[src/verilog/queue_pkg.sv]
package queue_pkg;

    // entries waiting in front of the divider core.
    localparam int cmd_depth = 4;

    // results waiting for the consumer.
    localparam int res_depth = 4;

endpackage

[src/verilog/arith_pkg.sv]
package arith_pkg;

    // operand and result width.
    localparam int data_width = 16;

    // iteration counter, wide enough to hold data_width.
    localparam int count_width = 5;

    typedef logic [data_width-1:0] word_t;

    // one division request as it sits in the command queue.
    typedef struct packed {
        word_t dividend;
        word_t divisor;
        logic  is_signed;   // two's complement operands when set.
    } div_cmd_t;

    // one division result as it sits in the result queue.
    typedef struct packed {
        word_t quotient;
        word_t remainder;
        logic  div_by_zero;
    } div_res_t;

endpackage
[src/verilog/div_unit.sv]
module div_unit
    import arith_pkg::*;
    import queue_pkg::*;
(
    input  logic  clk,
    input  logic  rst,
    input  logic  in_valid,
    output logic  in_ready,
    input  word_t in_dividend,
    input  word_t in_divisor,
    input  logic  in_signed,
    output logic  out_valid,
    input  logic  out_ready,
    output word_t out_quotient,
    output word_t out_remainder,
    output logic  out_div_by_zero
);

    div_cmd_t in_cmd;
    div_res_t out_res;

    logic cmd_valid;
    logic cmd_ready;
    div_cmd_t cmd;

    logic res_valid;
    logic res_ready;
    div_res_t res;

    assign in_cmd = '{dividend: in_dividend, divisor: in_divisor, is_signed: in_signed};

    sync_fifo #(
        .payload_t(div_cmd_t),
        .depth(cmd_depth)
    ) u_cmd_queue (
        .clk(clk),
        .rst(rst),
        .in_valid(in_valid),
        .in_ready(in_ready),
        .in_data(in_cmd),
        .out_valid(cmd_valid),
        .out_ready(cmd_ready),
        .out_data(cmd)
    );

    div_core u_core (
        .clk(clk),
        .rst(rst),
        .cmd_valid(cmd_valid),
        .cmd_ready(cmd_ready),
        .cmd(cmd),
        .res_valid(res_valid),
        .res_ready(res_ready),
        .res(res)
    );

    // results leave in command order since the core handles one at a time.
    sync_fifo #(
        .payload_t(div_res_t),
        .depth(res_depth)
    ) u_res_queue (
        .clk(clk),
        .rst(rst),
        .in_valid(res_valid),
        .in_ready(res_ready),
        .in_data(res),
        .out_valid(out_valid),
        .out_ready(out_ready),
        .out_data(out_res)
    );

    assign out_quotient = out_res.quotient;
    assign out_remainder = out_res.remainder;
    assign out_div_by_zero = out_res.div_by_zero;

endmodule

[src/verilog/div_core.sv]
module div_core import arith_pkg::*; (
    input  logic     clk,
    input  logic     rst,
    input  logic     cmd_valid,
    output logic     cmd_ready,
    input  div_cmd_t cmd,
    output logic     res_valid,
    input  logic     res_ready,
    output div_res_t res
);

    typedef enum logic [1:0] {
        s_idle,
        s_busy,
        s_done
    } state_t;

    state_t state;
    logic [count_width-1:0] count;

    // remainder in the upper half while the quotient shifts into the lower half.
    logic [2*data_width-1:0] part;
    word_t divisor_mag;
    word_t dividend_q;
    logic neg_dividend;
    logic neg_quotient;
    logic zero_div;

    logic neg_a;
    logic neg_b;
    word_t abs_a;
    word_t abs_b;
    logic [data_width:0] partial;
    logic [data_width+1:0] diff;
    word_t quot_mag;
    word_t rem_mag;

    // sign pre-correction on the incoming command.
    assign neg_a = cmd.is_signed && cmd.dividend[data_width-1];
    assign neg_b = cmd.is_signed && cmd.divisor[data_width-1];
    assign abs_a = neg_a ? -cmd.dividend : cmd.dividend;
    assign abs_b = neg_b ? -cmd.divisor : cmd.divisor;

    // trial subtract of the shifted partial remainder with the borrow in the top bit.
    assign partial = part[2*data_width-1:data_width-1];
    assign diff = {1'b0, partial} - {2'b00, divisor_mag};

    assign quot_mag = part[data_width-1:0];
    assign rem_mag = part[2*data_width-1:data_width];

    assign cmd_ready = state == s_idle;
    assign res_valid = state == s_done;

    always_ff @(posedge clk) begin
        if (rst) begin
            state <= s_idle;
            count <= '0;
        end else begin
            case (state)
                s_idle: begin
                    if (cmd_valid) begin
                        state <= s_busy;
                        count <= count_width'(data_width);
                    end
                end
                s_busy: begin
                    count <= count - 1'b1;
                    if (count == count_width'(1)) begin
                        state <= s_done;   // last quotient bit this cycle.
                    end
                end
                s_done: begin
                    if (res_ready) begin
                        state <= s_idle;
                    end
                end
                default: state <= s_idle;
            endcase
        end
    end

    always_ff @(posedge clk) begin
        if (cmd_valid && cmd_ready) begin
            part <= {{data_width{1'b0}}, abs_a};
            divisor_mag <= abs_b;
            dividend_q <= cmd.dividend;
            neg_dividend <= neg_a;
            neg_quotient <= neg_a ^ neg_b;
            zero_div <= cmd.divisor == '0;
        end else if (state == s_busy) begin
            if (diff[data_width+1]) begin
                part <= {part[2*data_width-2:0], 1'b0};
            end else begin
                part <= {diff[data_width-1:0], part[data_width-2:0], 1'b1};
            end
        end
    end

    // sign post-correction where the remainder follows the dividend.
    always_comb begin
        res.div_by_zero = zero_div;
        if (zero_div) begin
            res.quotient = '1;
            res.remainder = dividend_q;
        end else begin
            res.quotient = neg_quotient ? -quot_mag : quot_mag;
            res.remainder = neg_dividend ? -rem_mag : rem_mag;
        end
    end

    // a result is only offered once all iterations have run.
    iter_done: assert property (
        @(posedge clk) disable iff (rst) res_valid |-> count == '0
    ) else $error("div_core: result offered before the last iteration");

endmodule

[src/verilog/sync_fifo.sv]
module sync_fifo #(
    parameter type payload_t = logic [7:0],
    parameter int  depth     = 4
) (
    input  logic     clk,
    input  logic     rst,
    input  logic     in_valid,
    output logic     in_ready,
    input  payload_t in_data,
    output logic     out_valid,
    input  logic     out_ready,
    output payload_t out_data
);

    localparam int ptr_width = (depth > 1) ? $clog2(depth) : 1;
    localparam int occ_width = $clog2(depth + 1);

    payload_t mem [depth];
    logic [ptr_width-1:0] rd_ptr;
    logic [ptr_width-1:0] wr_ptr;
    logic [occ_width-1:0] count;
    logic do_write;
    logic do_read;

    // wraps at depth, so non power of two depths also work.
    function automatic logic [ptr_width-1:0] next_ptr(input logic [ptr_width-1:0] ptr);
        if (ptr == ptr_width'(depth - 1)) begin
            return '0;
        end
        return ptr + 1'b1;
    endfunction

    assign in_ready = count < occ_width'(depth);
    assign out_valid = count != '0;
    assign out_data = mem[rd_ptr];   // show-ahead read.

    assign do_write = in_valid && in_ready;
    assign do_read = out_valid && out_ready;

    always_ff @(posedge clk) begin
        if (rst) begin
            rd_ptr <= '0;
            wr_ptr <= '0;
            count <= '0;
        end else begin
            if (do_write) begin
                wr_ptr <= next_ptr(wr_ptr);
            end
            if (do_read) begin
                rd_ptr <= next_ptr(rd_ptr);
            end
            case ({do_write, do_read})
                2'b10: count <= count + 1'b1;
                2'b01: count <= count - 1'b1;
                default: count <= count;
            endcase
        end
    end

    always_ff @(posedge clk) begin
        if (do_write) begin
            mem[wr_ptr] <= in_data;
        end
    end

    occupancy_bound: assert property (
        @(posedge clk) disable iff (rst) count <= occ_width'(depth)
    ) else $error("sync_fifo: occupancy above depth");

    // a stalled head entry must not move until it is taken.
    head_stable: assert property (
        @(posedge clk) disable iff (rst) out_valid && !out_ready |=> $stable(out_data)
    ) else $error("sync_fifo: head entry changed while stalled");

endmodule

[config.mk]
export PLATFORM = sky130hd
export DESIGN_NAME = div_unit
export DESIGN_NICKNAME = d
export VERILOG_FILES = /design/src/verilog/queue_pkg.sv /design/src/verilog/arith_pkg.sv /design/src/verilog/div_unit.sv /design/src/verilog/div_core.sv /design/src/verilog/sync_fifo.sv
export SDC_FILE = /design/constraint.sdc
export NUM_CORES = 1
export LEC_CHECK = 0
export ABC_AREA = 1
export BUFFER_PORTS_ARGS = -buffer_cell sky130_fd_sc_hd__buf_2
export CORE_MARGIN = 5
export CORE_UTILIZATION = 66
export DETAILED_ROUTE_END_ITERATION = 8
export PLACE_DENSITY = 0.83
export REMOVE_ABC_BUFFERS = 1
export SKIP_CTS_REPAIR_TIMING = 1
export SKIP_LAST_GASP = 1
export SYNTH_ARGS = -nofsm -noshare
export SYNTH_HDL_FRONTEND = slang
export SYNTH_SLANG_ARGS = --single-unit
[constraint.sdc]
create_clock -name clk -period 4.1 [get_ports clk]
set_clock_uncertainty 0.15 [all_clocks]
set_input_delay 0.205 -clock clk [delete_from_list [all_inputs] [get_ports clk]]
set_output_delay 0.205 -clock clk [all_outputs]
set_load 0.02 [all_outputs]
# [Yosys cells after proc, flatten, opt, wreduce, memory -nomap -nowiden]
# Memory sizes are Yosys's and may differ from the RTL's. A register that Yosys moved wholly into a read port is not among the register bits.
# Index checks and enable logic that the tools add are counted.
[op_classes] reduce_logical=16 bitwise=1 n_mux=44 magnitude_cmp=2 eq_ne=14 add_sub_neg=14
[op_table] cell="16-bit two-way mux" count=6
[op_table] cell="32-bit two-way mux" count=2
[op_table] cell="16-bit negator" count=4
[op_table] cell="2-bit two-way mux" count=15
[op_table] cell="17-bit by 16-bit subtractor with 18-bit output" count=1
[op_table] cell="16-bit logical NOT" count=1
[op_table] cell="1-bit two-way mux" count=16
[op_table] cell="2-bit equality test, second input constant" count=7
[op_table] cell="3-bit one-hot mux with 2 select lines" count=2
[op_table] cell="5-bit one-hot mux with 2 select lines" count=1
[op_table] cell="2-bit by 1-bit adder with 2-bit output, second input constant" count=4
[op_table] cell="2-bit nonzero test" count=4
[op_table] cell="3-bit by 1-bit adder with 3-bit output, second input constant" count=2
[op_table] cell="2-bit by 1-bit equality test with 1-bit output, second input constant" count=3
[op_table] cell="1-bit logical AND" count=6
[op_table] cell="3-bit less-than comparator, second input constant" count=2
[op_table] cell="2-bit one-hot mux with 3 select lines" count=1
[op_table] cell="3-bit nonzero test" count=2
[op_table] cell="3-bit by 1-bit subtractor with 3-bit output, second input constant" count=2
[op_table] cell="5-bit by 1-bit equality test with 1-bit output, second input constant" count=1
[op_table] cell="5-bit two-way mux" count=1
[op_table] cell="5-bit by 1-bit subtractor with 5-bit output, second input constant" count=1
[op_table] cell="2-bit by 1-bit inequality test with 1-bit output, second input constant" count=2
[op_table] cell="3-bit AND reduction" count=1
[op_table] cell="other kinds (4)" count=4
[word_totals] n_memories=2 in_bits=37 output_inout_bits=35 ram_bits=264 register_bits=88 word_cells=108
[memory_table] name="u_cmd_queue.mem" words=4 word_bits=33 rd=1 rd_ports_with_merged_regs=1 write_ports=1 line="sync_fifo.sv:18" text="payload_t mem [depth];"
[memory_table] name="u_res_queue.mem" words=4 word_bits=33 rd=1 rd_ports_with_merged_regs=1 write_ports=1 line="sync_fifo.sv:18"

# [Longest topological paths before layout]
# Gate-level depths: netlist of the first run.
[logic_depth] ltp_word=7 depth_mapped=15 mapped_depth_nobuf=15

# [Cells and area by module]
# From an unflattened synthesis of the first run, not the netlist that was laid out.
[hier_totals] cells_unflattened=1573 area_unflattened_um2=16339.4
[by_module_without_submodules] mod="sync_fifo" cells_per_inst=384 instances=2 area_per_inst_um2=5400.2 seq_area_each_um2=4144.0
[by_module_without_submodules] mod="div_core" cells_per_inst=805 instances=1 area_per_inst_um2=5539.1 seq_area_each_um2=1991.9

# [Worst setup path before layout of the first run]
# Ideal clock, no wire load.
[synth_path] path_kind="register to register" from="reg u_cmd_queue.count[0]" to="reg u_cmd_queue.count[2]" setup_time_ns=0.128 path_stages_with_launch=12 n_path_buf=2 period_less_slack_ns=2.797 arrival_time_ns=2.518 required_ns=3.822 slack_ns=1.303 path_cell_list="dfxtp_1 -> nor3_1 -> nor3_1 -> clkbuf_1 -> buf_2 -> ha_1 -> inv_1 -> fa_1 -> a21oi_1 -> o21ai_0 -> o21ai_0 -> a21oi_1"
[synth_between] elab_chain_len=4 word_cells_on_any_way=10 classes_between="add/sub (2); order compare (1); eq/ne (2); mux (1); reduce/logical (4)"
[synth_lines] element="start: declaration" line="sync_fifo.sv:21" text="logic [occ_width-1:0] count;"
[synth_lines] element="start signal: assignment" line="sync_fifo.sv:53" text="2'b10: count <= count + 1'b1;"
[synth_lines] element="start signal: assignment" line="sync_fifo.sv:54" text="2'b01: count <= count - 1'b1;"
[synth_lines] element="start signal: assignment" line="sync_fifo.sv:55" text="default: count <= count;"
[synth_lines] element="3-bit less-than comparator or 3-bit nonzero test (tied branches)" line="sync_fifo.sv:33, sync_fifo.sv:34"
[synth_lines] element="1-bit logical AND (on tied branches)" line="sync_fifo.sv:37, sync_fifo.sv:38"
[synth_lines] element="2-bit by 1-bit equality test with 1-bit output or 2-bit equality test (tied branches)" line="sync_fifo.sv:52" text="case ({do_write, do_read})"
[synth_lines] element="3-bit one-hot mux with 2 select lines or 2-bit nonzero test (tied branches)"
# Parallel ways exist; a longest one is shown, timed or not.
# A chain may end at the register's enable or synchronous reset.

==> results of run 1 <==
==> metrics by stage <==
step	instances	total power [mW]	area (sq um)
after floorplan	1538	9.20	16000
after global placement	1950	10.4	16900
after detailed placement	1950	10.6	16900
after CTS	2012	13.8	18100
after global routing	2047	14.9	18400
final	2047	13.9	18400
==> per-layer routing <==
metal	routed length [um]	GRT usage, %
met5	0	0
met2	17300	40.4
met4	998	8.57
met1	14100	31.5
met3	2310	3.42
==> how the worst max path moves through the flow <==
stage               cells after the start                 start           endpoint  slack, ps
finish                                  5              register  out_remainder[10]       1240
global placement                       12              register    u_core.part[10]       1450
CTS                                     5              register  out_remainder[10]       1190
detailed placement                     10              register    u_core.part[12]       1390
floorplan                               7  u_cmd_queue.count[0]    u_core.count[2]      -2520
global route                           12              register    u_core.part[14]        980
==> power by group through the flow <==
stage / clock (mW) / sequential, mW / combinational, mW
2_1_floorplan: 0 / 5.49 / 3.71
3_3_place_gp: 0 / 5.51 / 4.92
3_5_place_dp: 0 / 5.53 / 5.05
4_1_cts: 3.23 / 5.46 / 5.14
5_1_grt: 3.40 / 5.52 / 5.93
6_report: 3.20 / 5.47 / 5.24
==> registers in the layout, summed over array words and instances (netlist names), 3 cells and up, named ones only <==
| name | count |
|---|---|
| u_cmd_queue.mem | 132 |
| u_core.count | 5 |
| u_core.part | 32 |
| u_res_queue.count | 3 |
| u_cmd_queue.count | 3 |
| u_core.dividend_q | 16 |
| u_core.divisor_mag | 16 |
| u_res_queue.mem | 132 |
==> Yosys cell counts, types with 9 or more instances <==
cell type    n
buf_6        9
nand3_1    154
nor2_1     142
inv_1      137
xnor2_1     11
ha_1        34
o21ai_0    133
dfxtp_1     41
nand2_1    369
o21ai_1     12
o22ai_1     34
clkbuf_1    33
nor3_1       9
nand2_2     22
xor2_1       9
edfxtp_1   315
a21oi_1     57
buf_2       14
==> cell families (layout without fill, tap and decap cells) <==
| family | Yosys count | count (layout) | share of synthesized area [%] |
|---|---|---|---|
| AO/OA/AOI/OAI | 254 | 254 | 8.43 |
| adder cells (fa/ha/maj) | 37 | 37 | 2.97 |
| buffers and inverters | 206 | 330 | 5.38 |
| flip-flops | 356 | 356 | 62.9 |
| AND/OR/NAND/NOR | 726 | 726 | 19.2 |
| XOR/XNOR | 20 | 20 | 1.07 |
==> layout make-up <==
class / count / share of cell area, %
Tap cell: 324 / 2.20
Clock buffer: 42 / 4.90
Sequential cell: 356 / 55.8
Timing Repair Buffer: 123 / 4.53
Clock inverter: 20 / 1.29
Multi-Input combinational cell: 1037 / 28.3
Inverter: 145 / 2.98
==> worst reg2reg max path, stage by stage (launching register included) <==
cell and delay (ps):
dfxtp_2 690, inv_4 410, nand2_1 160, nand3_1 80
nand2_1 180, ha_1 180, nand2_1 130, nor2_1 170
nand3_1 120, nand2_1 90, nand2_1 60, nand3_1 90
nand2_1 70
==> impl_metrics.yaml, run 1 <==
global_route:
  antenna_found_initial: 0
  grt_pass1_vias: 11147
  grt_max_degree: 67
  grt-ovfl-total: 0
  grt_pass1_wl_um: 54600
  grt.total_usage_pct: 23.7
drt:
  antenna_left: 0
  drcViolationCount: 0
  vias: 11805
  vias_per_cell: 5.77
  wire_per_inst_um: 17.0
  dr.pass1.iters: 6
  drt-total-wl_um: 34700
  drt_iter0_drc: 1235
cts:
  h-tree-depth: 2
  clock-sinks: 356
  path_clk_slew_ps: 60
  cts_root_buf: "clkbuf_16"
  tritoncts.num_buffers: 35
  cts.path.max_buffers: 3
  cts_tree: "built"
  clock_latency_ps: 520
setup_path:
  slowest_delay_ps: 740
  crit_family: "buffers and inverters"
  ff2ff_path_depth: 12
  cp_cell_sequence: "buf_4 > inv_1 > o21ai_0 > o22ai_1 > buf_2"
  cp.required_ps: 3740
  crit_fanout: 34
  slowest_stage: "inv_1"
  cp_data_arrival_time_ps: 2500
  r2r-end: "u_core.part[14]"
  end_kind: "output port"
  cp_num_buf_inv: 3
  worstSetupStartpointType: "register"
  reg2reg_slack_ps: 1280
  crit_type: "reg2out"
floorplanning:
  num_io_pins: 72
  die_height_um: 167
  dieArea_sq_um: 28000
  coreArea_sq_um: 24300
  floorplan.die.width_um: 167
  rows: 57
  start_util_pct: 67.2
cells_and_area:
  syn2layout_area_growth_pct: 12.7
  nets: 1772
  post_route_cells_drive_above_1_share_pct: 11.5
  final_common_cell: "nand2_1"
  fill_cells: 1549
  seqCellArea_sq_um: 10300
  num_antenna_cells: 0
  multi_input_area_sq_um: 5200
  final_cell_mix: "369 x nand2_1, 315 x edfxtp_1, 154 x nand3_1"
  final_core_util_pct: 75.7
timing:
  finalHoldViolCount: 0
  maxSlewHeadroom_pct: 35.1
  setup_slack_ps: 1240
  worst_slew_pin_slew_ps: 972
  period_share_pct: 69.7
  setup_tns_ps: 0
  hold_slack_ps: 71.9
  drv_slew: 0
  fmax_ghz: 0.350
  setup_viol: 0
  rsz0062_at_grt: "false"
  min_period_ps: 2860
pwr:
  vdd_drop_max_v: 0.000471
  power_frac_comb_pct: 37.6
  pwr-share-clk_pct: 23.0
  intPower_mw: 8.54
  switching_power_mw: 5.36
  swShare_pct: 38.6
  p_per_area_nw_per_um2: 755
  seqPwrFrac_pct: 39.3
  p_leak_nw: 7.29
yosys:
  synth_ff_type: "edfxtp_1"
  syn_area_sq_um: 16300
  synth_seq_cells: 356
  yosysUniqueCellTypes: 46
  avgSynthCellArea_sq_um: 10.2
  yosys_warnings: 0
  synthCells: 1599
  synth-edff-count: 315
  async_flop_share_pct: 0
  ys_seq_area_share_pct: 62.9
  netlist_top_cells_area: "edfxtp_1 58%, nand2_1 8.5%, dfxtp_1 5.0%, nand3_1 4.7%, o21ai_0 4.1%"
  yosysTopAreaCellShare_pct: 57.9
  synth_top_area_cell: "edfxtp_1"
placed_design:
  place_congestion: 0.911
  dp_hpwl_um: 21100
  port_buffers: 71
  place_ws_ps: 1390
min_path:
  hold_path_end: "u_cmd_queue.wr_ptr[1]"
  hold-path-cell-count: 3
  hold_path_startpoint: "in_valid"
  hp-class: "in2reg"
flow_run:
  cap_viol_max_count: 0
status:
  status: "finished, final reports clean"
(Power assumes the default switching activity.)
==> inputs of run 2 (changes only) <==
--- a/config.mk
+++ b/config.mk
@@ -8,9 +8,9 @@
 export ABC_AREA = 1
 export BUFFER_PORTS_ARGS = -buffer_cell sky130_fd_sc_hd__buf_2
 export CORE_MARGIN = 5
-export CORE_UTILIZATION = 66
+export CORE_UTILIZATION = 56
 export DETAILED_ROUTE_END_ITERATION = 8
-export PLACE_DENSITY = 0.83
+export PLACE_DENSITY = 0.74
 export REMOVE_ABC_BUFFERS = 1
 export SKIP_CTS_REPAIR_TIMING = 1
 export SKIP_LAST_GASP = 1
==> constraint.sdc (replaced) <==
create_clock -name clk -period 2.3 [get_ports clk]
set_clock_uncertainty 0.15 [all_clocks]
set_input_delay 0.115 -clock clk [delete_from_list [all_inputs] [get_ports clk]]
set_output_delay 0.115 -clock clk [all_outputs]
set_load 0.02 [all_outputs]
==> impl_metrics.yaml, run 2 (synthesis gave the netlist of run 1 again) <==
cts:
  h-tree-depth: 2
  cts_root_buf: "clkbuf_16"
  cts.path.max_buffers: 3
  clock-sinks: 356
  clock_latency_ps: 520
  cts_tree: "built"
  tritoncts.num_buffers: 36
  path_clk_slew_ps: 60
timing:
  fmax_ghz: 0.456
  rsz0062_at_grt: "true"
  finalHoldViolCount: 0
  setup_tns_ps: 0
  period_share_pct: 95.3
  drv_slew: 0
  min_period_ps: 2190
  hold_slack_ps: 199
  setup_viol: 0
  maxSlewHeadroom_pct: 57.6
  worst_slew_pin_slew_ps: 636
placed_design:
  dp_hpwl_um: 23000
  port_buffers: 71
  place_congestion: 0.882
floorplanning:
  floorplan.die.width_um: 181
  die_height_um: 181
  start_util_pct: 56.8
  dieArea_sq_um: 32700
  rows: 62
  num_io_pins: 72
  coreArea_sq_um: 28800
drt:
  vias_per_cell: 5.46
  dr.pass1.iters: 5
  wire_per_inst_um: 16.5
  drt-total-wl_um: 35500
  antenna_left: 0
  drt_iter0_drc: 1015
  drcViolationCount: 0
  vias: 11736
setup_path:
  worstSetupStartpointType: "register"
  end_kind: "register"
  cp.required_ps: 2560
  crit_type: "reg2reg"
  cp_data_arrival_time_ps: 2450
  crit_fanout: 4
pwr:
  p_leak_nw: 7.59
  p_per_area_nw_per_um2: 1340
  vdd_drop_max_v: 0.000857
cells_and_area:
  reg_top3: "u_cmd_queue.mem: 132 flops, u_res_queue.mem: 132 flops, u_core.part: 32 flops"
  post_route_cells_drive_above_1_share_pct: 14.3
  num_antenna_cells: 0
  final_cell_mix: "367 x nand2_1, 315 x edfxtp_1, 153 x nand3_1"
  final_common_cell: "nand2_1"
  syn2layout_area_growth_pct: 17.1
  nets: 1813
global_route:
  grt.total_usage_pct: 20.9
  grt_max_degree: 67
  grt-ovfl-total: 0
  grt_pass1_vias: 11114
  grt_pass1_wl_um: 56500
  antenna_found_initial: 0
flow_run:
  cap_viol_max_count: 0
min_path:
  hp-class: "in2reg"
status:
  status: "finished, final reports clean"
==> run 2: cell types whose count changed in the layout (fill, tap and decap cells not counted), sizes merged <==
cell / previous run / this run
inv: 147 / 145
dlygate4sd3: 35 / 36
clkinv: 11 / 10
buf: 88 / 126
bufinv: 5 / 4
clkbuf: 42 / 50
==> run 2: worst paths after layout <==
| path | startpoint | to | slack [ps] | cells after the start |
|---|---|---|---|---|
| worst max-delay path | u_core.part[15] | u_core.part[30] | 110 | 12 |
| worst min-delay path | in_divisor[4] | u_cmd_queue.mem[2][5] | 200 | 2 |
| worst max register to register | u_core.part[15] | u_core.part[30] | 110 | 12 |
| worst min register to register | u_cmd_queue.count[0] | u_cmd_queue.count[0] | 330 | 1 |
==> run 2: worst max-delay path, cell delays in order (launching register included) <==
cell and delay, ps:
edfxtp_1 350, inv_1 70, ha_1 210, fa_1 410
o21ai_1 180, buf_4 160, nand2_1 50, nand2_1 100
nand3_1 110, nand3_1 90, nand3_1 90, nand2_1 80
nand2_1 40
==> run 2: layout make-up <==
class                   count  area (sq um)
repair buffers            163          1320
clock buffers              49          1000
flip-flops and latches    356         10300
well taps                 384           480
inverters                 145           557
clock inverters            16           194
fillers                  2155          9650
multi-input cells        1037          5280
==> run 2: where the power goes <==
part / internal (mW) / switching (mW)
Combinational: 3.31 / 6.89
Sequential: 9.07 / 0.579
Clock: 3.52 / 2.36
Total: 15.9 / 9.83
==> run 2: metrics by stage <==
| stage | instances | setup slack, ps | util, % | cell area, sq um | power [mW] |
|---|---|---|---|---|---|
| 5_1_grt | 2150 | -66.8 | 66.5 | 19100 | 27.6 |
| 4_1_cts | 2108 | -153 | 64.6 | 18600 | 25.4 |
| 3_5_place_dp | 2043 | -4.61 | 60.4 | 17400 | 19.5 |
| 3_3_place_gp | 2043 | 67.9 | 60.4 | 17400 | 19.2 |
| 6_report | 2150 | 109 | 66.5 | 19100 | 25.7 |
| 2_1_floorplan | 1538 | -4320 | - | 16000 | 15.5 |
==> run 2: layer usage <==
metal | vias to the layer above | routed length (um) | global-route usage (%)
met3 | 54 | 1940 | 3.14
met2 | 332 | 17400 | 34.6
met5 | - | 0 | 0
met1 | 5567 | 15400 | 28.9
met4 | 0 | 733 | 5.90
li1 | 5783 | - | -
